$ cat src/fifo_consts.svh
// FIFO_DEPTH must equal 2**FIFO_ADDR_W since the pointers wrap on their own width
`ifndef FIFO_CONSTS_SVH
`define FIFO_CONSTS_SVH

// --------------------------------------------------
// storage geometry
// --------------------------------------------------

// bits per stored word
`define FIFO_DATA_W 16

// words in the single-port ram
`define FIFO_DEPTH 16

// pointer width, log2 of the depth
`define FIFO_ADDR_W 4

`endif

$ cat src/fifo_pkg.sv
// shared types only, widths follow the macros in the consts header
`default_nettype none

`include "fifo_consts.svh"

package fifo_pkg;

   // one payload word
   typedef logic [`FIFO_DATA_W-1:0] fifo_word_t;

   // operation the memory port performs this cycle
   typedef enum logic [1:0] {
      MEM_IDLE  = 2'd0,
      MEM_WRITE = 2'd1,
      MEM_READ  = 2'd2
   } mem_op_e;

   // request bundle from controller to arbiter
   typedef struct packed {
      logic                    wr_req;
      logic                    rd_req;
      logic [`FIFO_ADDR_W-1:0] wr_addr;
      logic [`FIFO_ADDR_W-1:0] rd_addr;
      fifo_word_t              wr_data;
   } mem_req_t;

   // round-robin memory, which side won last
   typedef enum logic {
      ARB_LAST_WR = 1'b0,
      ARB_LAST_RD = 1'b1
   } arb_state_e;

endpackage

`default_nettype wire

$ cat src/fifo_mem_arbiter.sv
// one port per cycle; read data is registered and valid one cycle after a read grant
`timescale 1ns/1ps
`default_nettype none

`include "fifo_consts.svh"

module fifo_mem_arbiter (
   input  logic                 pos_rclk,
   input  logic                 aresetn_rclk,
   input  fifo_pkg::mem_req_t   req,
   output fifo_pkg::mem_op_e    grant,
   output fifo_pkg::fifo_word_t rd_data,
   output logic                 rd_dvld
);

   import fifo_pkg::*;

   // --------------------------------------------------
   // storage and arbitration state
   // --------------------------------------------------

   // single-port array, one access per edge
   fifo_word_t mem [0:`FIFO_DEPTH-1];

   // side that won the previous contested or single grant
   arb_state_e last_q;

   // --------------------------------------------------
   // grant decision
   // --------------------------------------------------

   // lone request always wins
   // on contention the side that did not win last time goes
   always_comb begin
      grant = MEM_IDLE;
      if (req.wr_req && req.rd_req) begin
         if (last_q == ARB_LAST_WR) begin
            grant = MEM_READ;
         end else begin
            grant = MEM_WRITE;
         end
      end else if (req.wr_req) begin
         grant = MEM_WRITE;
      end else if (req.rd_req) begin
         grant = MEM_READ;
      end
   end

   // remember winner for next contention
   always_ff @(posedge pos_rclk or negedge aresetn_rclk) begin
      if (!aresetn_rclk) begin
         last_q <= ARB_LAST_RD;
      end else begin
         if (grant == MEM_WRITE) begin
            last_q <= ARB_LAST_WR;
         end else if (grant == MEM_READ) begin
            last_q <= ARB_LAST_RD;
         end
      end
   end

   // --------------------------------------------------
   // memory port
   // --------------------------------------------------

   // write and read share the one port, grant picks which address
   always_ff @(posedge pos_rclk) begin
      if (grant == MEM_WRITE) begin
         mem[req.wr_addr] <= req.wr_data;
      end
      // read word holds until the next read grant
      if (grant == MEM_READ) begin
         rd_data <= mem[req.rd_addr];
      end
   end

   // data valid pulse, one cycle behind the read grant
   always_ff @(posedge pos_rclk or negedge aresetn_rclk) begin
      if (!aresetn_rclk) begin
         rd_dvld <= 1'b0;
      end else begin
         rd_dvld <= (grant == MEM_READ);
      end
   end

endmodule

`default_nettype wire

$ cat src/fifo_ctrl.sv
// counts words in ram only; words already handed to the output stage are not included
`timescale 1ns/1ps
`default_nettype none

`include "fifo_consts.svh"

module fifo_ctrl (
   input  logic                 pos_rclk,
   input  logic                 aresetn_rclk,
   input  logic                 in_valid,
   input  fifo_pkg::fifo_word_t in_data,
   output logic                 in_ready,
   input  logic                 fetch_req,
   input  fifo_pkg::mem_op_e    grant,
   output fifo_pkg::mem_req_t   req
);

   import fifo_pkg::*;

   // full level at count width
   localparam logic [`FIFO_ADDR_W:0] DEPTH_C = (`FIFO_ADDR_W + 1)'(`FIFO_DEPTH);

   // --------------------------------------------------
   // pointers and fill level
   // --------------------------------------------------

   logic [`FIFO_ADDR_W-1:0] wr_ptr;
   logic [`FIFO_ADDR_W-1:0] rd_ptr;
   // one extra bit so that full and empty differ
   logic [`FIFO_ADDR_W:0]   count;
   // writes held off until the first edge out of reset
   logic                    wr_en_q;

   logic full;
   logic empty;

   assign full  = (count == DEPTH_C);
   assign empty = (count == '0);

   // --------------------------------------------------
   // requests toward the arbiter
   // --------------------------------------------------

   // write only when there is room
   // read only when a word sits in ram
   always_comb begin
      req.wr_req  = in_valid & ~full & wr_en_q;
      req.rd_req  = fetch_req & ~empty;
      req.wr_addr = wr_ptr;
      req.rd_addr = rd_ptr;
      req.wr_data = in_data;
   end

   // handshake completes only on a write grant
   assign in_ready = (grant == MEM_WRITE);

   // --------------------------------------------------
   // pointer update
   // --------------------------------------------------

   // single port, so at most one side moves per edge
   always_ff @(posedge pos_rclk or negedge aresetn_rclk) begin
      if (!aresetn_rclk) begin
         wr_en_q <= 1'b0;
         wr_ptr  <= '0;
         rd_ptr  <= '0;
         count   <= '0;
      end else begin
         wr_en_q <= 1'b1;
         case (grant)
            MEM_WRITE: begin
               wr_ptr <= wr_ptr + 1'b1;
               count  <= count + 1'b1;
            end
            MEM_READ: begin
               rd_ptr <= rd_ptr + 1'b1;
               count  <= count - 1'b1;
            end
            default: begin
               // idle cycle, nothing moves
               count <= count;
            end
         endcase
      end
   end

endmodule

`default_nettype wire

$ cat src/fifo_fwft.sv
// holds up to three words outside ram; relies on rd_data holding until the next read grant
`timescale 1ns/1ps
`default_nettype none

`include "fifo_consts.svh"

module fifo_fwft (
   input  logic                 pos_rclk,
   input  logic                 aresetn_rclk,
   input  fifo_pkg::fifo_word_t rd_data,
   input  logic                 rd_dvld,
   output logic                 fetch_req,
   output logic                 out_valid,
   output fifo_pkg::fifo_word_t out_data,
   input  logic                 out_ready
);

   import fifo_pkg::*;

   // --------------------------------------------------
   // slot state
   // --------------------------------------------------

   // word parked on rd_data, not yet taken
   logic       held_q;
   logic       middle_valid;
   fifo_word_t middle_data;
   logic       dout_valid;
   // requests held off for one cycle out of reset
   logic       armed_q;

   logic fifo_valid;
   logic pop;
   logic update_dout;
   logic update_middle;

   // in-flight slot is fresh data or data still waiting
   assign fifo_valid = rd_dvld | held_q;
   assign pop        = dout_valid & out_ready;

   // output register refills whenever it is empty or being drained
   assign update_dout   = (fifo_valid | middle_valid) & (pop | ~dout_valid);
   // middle takes memory data when output is busy, or when middle itself moves on
   assign update_middle = fifo_valid & (middle_valid == update_dout);

   // stop once all three slots are taken
   // a grant shows up as rd_dvld next cycle, so one read is in flight at most
   assign fetch_req = armed_q & ~(dout_valid & middle_valid & fifo_valid);

   assign out_valid = dout_valid;

   // --------------------------------------------------
   // control flags
   // --------------------------------------------------

   always_ff @(posedge pos_rclk or negedge aresetn_rclk) begin
      if (!aresetn_rclk) begin
         armed_q      <= 1'b0;
         held_q       <= 1'b0;
         middle_valid <= 1'b0;
         dout_valid   <= 1'b0;
      end else begin
         armed_q <= 1'b1;
         // memory word stays parked unless middle or output took it
         held_q  <= fifo_valid & ~(update_middle | update_dout);

         if (update_middle) begin
            middle_valid <= 1'b1;
         end else if (update_dout) begin
            middle_valid <= 1'b0;
         end

         if (update_dout) begin
            dout_valid <= 1'b1;
         end else if (pop) begin
            dout_valid <= 1'b0;
         end
      end
   end

   // --------------------------------------------------
   // payload
   // --------------------------------------------------

   // middle goes first to keep order
   always_ff @(posedge pos_rclk) begin
      if (update_middle) begin
         middle_data <= rd_data;
      end
      if (update_dout) begin
         out_data <= middle_valid ? middle_data : rd_data;
      end
   end

endmodule

`default_nettype wire

$ cat src/fifo_top.sv
// single clock; first word visible at least three cycles after it enters an empty FIFO
`timescale 1ns/1ps
`default_nettype none

`include "fifo_consts.svh"

module fifo_top (
   input  logic                 pos_rclk,
   input  logic                 aresetn_rclk,
   input  logic                 in_valid,
   input  fifo_pkg::fifo_word_t in_data,
   output logic                 in_ready,
   output logic                 out_valid,
   output fifo_pkg::fifo_word_t out_data,
   input  logic                 out_ready
);

   import fifo_pkg::*;

   // --------------------------------------------------
   // internal nets
   // --------------------------------------------------

   mem_req_t   req;
   mem_op_e    grant;
   fifo_word_t rd_data;
   logic       rd_dvld;
   logic       fetch_req;

   // pointers, count, request generation
   fifo_ctrl i_fifo_ctrl (
      .pos_rclk     (pos_rclk),
      .aresetn_rclk (aresetn_rclk),
      .in_valid     (in_valid),
      .in_data      (in_data),
      .in_ready     (in_ready),
      .fetch_req    (fetch_req),
      .grant        (grant),
      .req          (req)
   );

   // ram plus round-robin port sharing
   fifo_mem_arbiter i_fifo_mem_arbiter (
      .pos_rclk     (pos_rclk),
      .aresetn_rclk (aresetn_rclk),
      .req          (req),
      .grant        (grant),
      .rd_data      (rd_data),
      .rd_dvld      (rd_dvld)
   );

   // look-ahead output stage
   fifo_fwft i_fifo_fwft (
      .pos_rclk     (pos_rclk),
      .aresetn_rclk (aresetn_rclk),
      .rd_data      (rd_data),
      .rd_dvld      (rd_dvld),
      .fetch_req    (fetch_req),
      .out_valid    (out_valid),
      .out_data     (out_data),
      .out_ready    (out_ready)
   );

endmodule

`default_nettype wire

$ cat config.mk
export PLATFORM = sky130hd
export DESIGN_NAME = fifo_top
export DESIGN_NICKNAME = d
export VERILOG_FILES = /design/src/fifo_pkg.sv /design/src/fifo_mem_arbiter.sv /design/src/fifo_ctrl.sv /design/src/fifo_fwft.sv /design/src/fifo_top.sv
export VERILOG_INCLUDE_DIRS = /design/src
export SDC_FILE = /design/constraint.sdc
export NUM_CORES = 1
export LEC_CHECK = 0
export ABC_AREA = 1
export BUFFER_PORTS_ARGS = -buffer_cell sky130_fd_sc_hd__buf_4
export CORE_UTILIZATION = 31
export CTS_BUF_LIST = sky130_fd_sc_hd__clkbuf_16
export CTS_CLUSTER_SIZE = 16
export DETAILED_ROUTE_END_ITERATION = 12
export HOLD_SLACK_MARGIN = 0.1
export PLACE_DENSITY_LB_ADDON = 0.05
export SETUP_SLACK_MARGIN = 0.1
export SLEW_MARGIN = 15
export SYNTH_ARGS = -nofsm -noshare
export SYNTH_HDL_FRONTEND = slang
export SYNTH_SLANG_ARGS = --single-unit
$ cat constraint.sdc
create_clock -name pos_rclk -period 5.4 [get_ports pos_rclk]
set_clock_uncertainty 0.05 [all_clocks]
set_input_delay 0.81 -clock pos_rclk [delete_from_list [all_inputs] [get_ports pos_rclk]]
set_output_delay 0.81 -clock pos_rclk [all_outputs]
set_load 0.01 [all_outputs]
==> results_dict.tcl <==
set metrics [dict create \
    hold_depth 2 \
    groute.usage.overall 0.1727 \
    seq_power_share 0.397 \
    pwr-share-comb 0.307 \
    cts_buffer_depth 3 \
    seq_area_frac_synth 0.6980 \
    ys_types 23 \
    dr.pass1.iters 4 \
    switching_power_w 0.003013 \
    synth-seq-cells 323 \
    grt_pass1_wl_um 55660 \
    place.gp.congestion 0.7551 \
    finalHoldViolations 0 \
    status "finished, final reports clean" \
    core_mm2 0.04346 \
    initial_core_util 0.3167 \
    finalMaxSlewViolations 0 \
    drtIter0Drc 523 \
    htreeDepth 2 \
    max_freq_mhz 327.8 \
    setup_violations 0 \
    ant_nets 0 \
    ir_worst_vdd_uv 190.7 \
    die_w_um 212.7 \
    grt_overflow 0 \
    crit_slowest_cell "nor2_2" \
    synth_top_area_share 0.6633 \
    synth_area_mm2 0.01376 \
    cpPeakStageDelay_ps 830 \
    synthCells 1273 \
    internal_power_w 0.005236 \
    io_pins 38 \
    syn-num-nets 1304 \
    worstPathArrival_ps 3170 \
    wire_per_inst_um 19.45 \
    cts_sinks 323 \
    area.growth.synth_to_final_pct 14.21 \
    syn_area_per_cell_um2 10.81 \
    r2r_cells 8 \
    min_to "i_fifo_fwft.held_q" \
    synth_area_leaders "edfxtp_1 66%, nand2_1 11%, nand3_1 7.2%, inv_1 5.9%, dfrtp_1 3.3%" \
    rsz0062_at_grt "no" \
    netSwitchingFraction 0.3652 \
    finalCriticalPeriod_ps 3050 \
    totalWireLength_um 37400 \
    postCtsSetupBuffers 0 \
    grt_max_degree 68 \
    die_h_um 212.7 \
    reg2reg_setup_slack_ps 2350 \
    crit_chain "buf_4 > nand3_1 > nand4_1 > nand2_1 > inv_1 > ha_1 > nand2_1 > nor2_2" \
    cts_root_buf "clkbuf_16" \
    critPathMaxFanout 20 \
    hp-class "input pin to flip-flop" \
    period_share 0.5649 \
    synth_top_cell_by_area "edfxtp_1" \
    rows 76 \
    dp_hpwl_um 22200 \
    tightest_slew_ps 976.3 \
    path_class "flip-flop to flip-flop" \
    relSlewSlack 0.3485 \
    cp.buffers_inverters 2 \
    min_from "out_ready" \
    reg2reg_to "i_fifo_mem_arbiter.mem[15][14]" \
    portBuffers 37 \
    synth_warnings 0 \
    vias_per_cell 4.354 \
    fin_setup_tns_ps 0 \
    num_vias 8372 \
    critPathLaunchType "flip-flop" \
    rr_startpoint "i_fifo_fwft.middle_valid" \
    crit_family "simple AND/OR/NAND/NOR gates" \
    drive_above_1_share 0.08689 \
    fin_nets 1335 \
    design_area_mm2 0.01572 \
    maxCapViolations 0 \
    tritoncts "done" \
    clkSlewWorstSetupHoldPaths_ps 50 \
    grt_pass1_vias 8330 \
    crit_top_cell "nand2_1" \
    die-area_mm2 0.04524 \
    post-route-drc-count 0 \
    antenna_found_initial 1 \
    place_area_mm2 0.01453 \
    leakage_nw 6.618 \
    power_density_mw_per_mm2 524.8 \
    numCtsBuffers 39 \
    critPathCaptureType "flip-flop" \
    clockPowerShare 0.297 \
    clkLatencyLatePin_ps 560 \
    critPathRequiredTime_ps 5520 \
]
## repair_timing
action / in CTS / in global routing
gates resized for setup: 0 / 0
endpoints found under the hold margin: 16 / 0
hold buffers: 1 / 0
## power by group through the flow
stage               Clock (W)  Combinational [W]  Sequential [W]
floorplan                   0            0.00170         0.00330
global placement            0            0.00262         0.00332
detailed placement          0            0.00261         0.00333
CTS                   0.00252            0.00262         0.00328
global route          0.00260            0.00285         0.00331
finish                0.00245            0.00253         0.00327
## worst reg2reg max path, cell delays in order (launching register included)
cell     delay [ps]
dfrtp_1         320
buf_4           230
nand3_1         170
nand4_1         120
nand2_1          70
inv_1            50
ha_1            460
nand2_1         370
nor2_2          830
## state kept, by name, summed over array words and instances (netlist names)
| name | count |
|---|---|
| i_fifo_mem_arbiter.mem | 256 |
| i_fifo_fwft.middle_data | 16 |
| i_fifo_fwft.out_data | 16 |
| i_fifo_mem_arbiter.rd_data | 16 |
| i_fifo_ctrl.count | 5 |
| i_fifo_ctrl.rd_ptr | 4 |
| i_fifo_ctrl.wr_ptr | 4 |
| i_fifo_fwft.armed_q | 1 |
| i_fifo_fwft.held_q | 1 |
| i_fifo_fwft.middle_valid | 1 |
| i_fifo_fwft.out_valid | 1 |
| i_fifo_mem_arbiter.last_q | 1 |
| i_fifo_mem_arbiter.rd_dvld | 1 |
## placed cells by master (no fill, tap or decap)
cell type	instances
dfrtp_1	16
nor2_2	16
dfrtp_4	1
bufinv_16	2
nand4_1	6
nand3_1	199
nor2_1	7
diode_2	3
dfstp_2	1
buf_4	47
conb_1	1
xnor2_1	1
ha_1	10
xor2_1	7
buf_12	1
inv_1	232
inv_6	3
a21oi_1	6
edfxtp_1	304
clkinv_1	11
dfrtp_2	1
o21ai_0	7
clkinv_2	2
inv_4	1
clkinvlp_4	1
inv_2	1
clkbuf_16	39
fa_1	1
dlygate4sd3_1	1
nand2_1	410
## cell usage after synthesis (all sizes together)
cell type and instances:
a21oi 6, buf 50, clkbuf 9, clkinv 2
conb 1, dfrtp 18, dfstp 1, edfxtp 304
fa 1, ha 10, inv 218, nand2 410
nand3 199, nand4 6, nor2 23, o21ai 7
xnor2 1, xor2 7
## per-layer routing
| metal | wire [um] | part of all wire | GRT usage |
|---|---|---|---|
| met1 | 16430 | 0.44 | 0.2180 |
| met2 | 18540 | 0.50 | 0.2975 |
| met3 | 1387 | 0.037 | 0.02589 |
| met4 | 1044 | 0.028 | 0.06624 |
| met5 | 0 | 0 | 0 |
## how the worst max path moves through the flow
stage / start / endpoint / depth (start not counted)
after floorplan: in_valid / i_fifo_mem_arbiter.mem[11][0] / 8
after global placement: in_valid / i_fifo_mem_arbiter.mem[15][4] / 8
after detailed placement: in_valid / i_fifo_mem_arbiter.mem[15][2] / 8
after CTS: i_fifo_fwft.middle_valid / i_fifo_mem_arbiter.mem[15][14] / 8
after global routing: i_fifo_fwft.middle_valid / i_fifo_mem_arbiter.mem[15][14] / 8
final: i_fifo_fwft.middle_valid / i_fifo_mem_arbiter.mem[15][14] / 8
## through the flow
stage,instances,setup slack [ps],power [W],hold WS [ps],utilization
global route,1920,2062,0.008752,354.0,0.3615
floorplan,1273,2564,0.005000,376.8,-
CTS,1920,2246,0.008417,335.8,0.3615
detailed placement,1847,2077,0.005934,394.9,0.3343
global placement,1847,2037,0.005943,384.9,0.3343
finish,1923,2350,0.008249,367.7,0.3617
## cell families (layout without fill, tap and decap cells)
logic type	Yosys count	after routing	share of synthesized area
compound gates	13	13	0.004728
xor+xnor	8	8	0.005092
buf+inv	279	341	0.08819
simple gates	638	638	0.1932
other cells	1	4	0.0002725
fa+ha+maj	11	11	0.01055
flops	323	323	0.6980
## cell type report
cell class | instances | area [um^2]
Multi-Input combinational cell | 671 | 2983
Clock inverter | 33 | 197.7
Sequential cell | 323 | 9610
Fill cell | 4375 | 27740
Clock buffer | 39 | 975.9
Timing Repair Buffer | 49 | 382.9
Inverter | 220 | 828.3
Tap cell | 585 | 732.0
Antenna cell | 3 | 7.507
(Power assumes the default switching activity.)
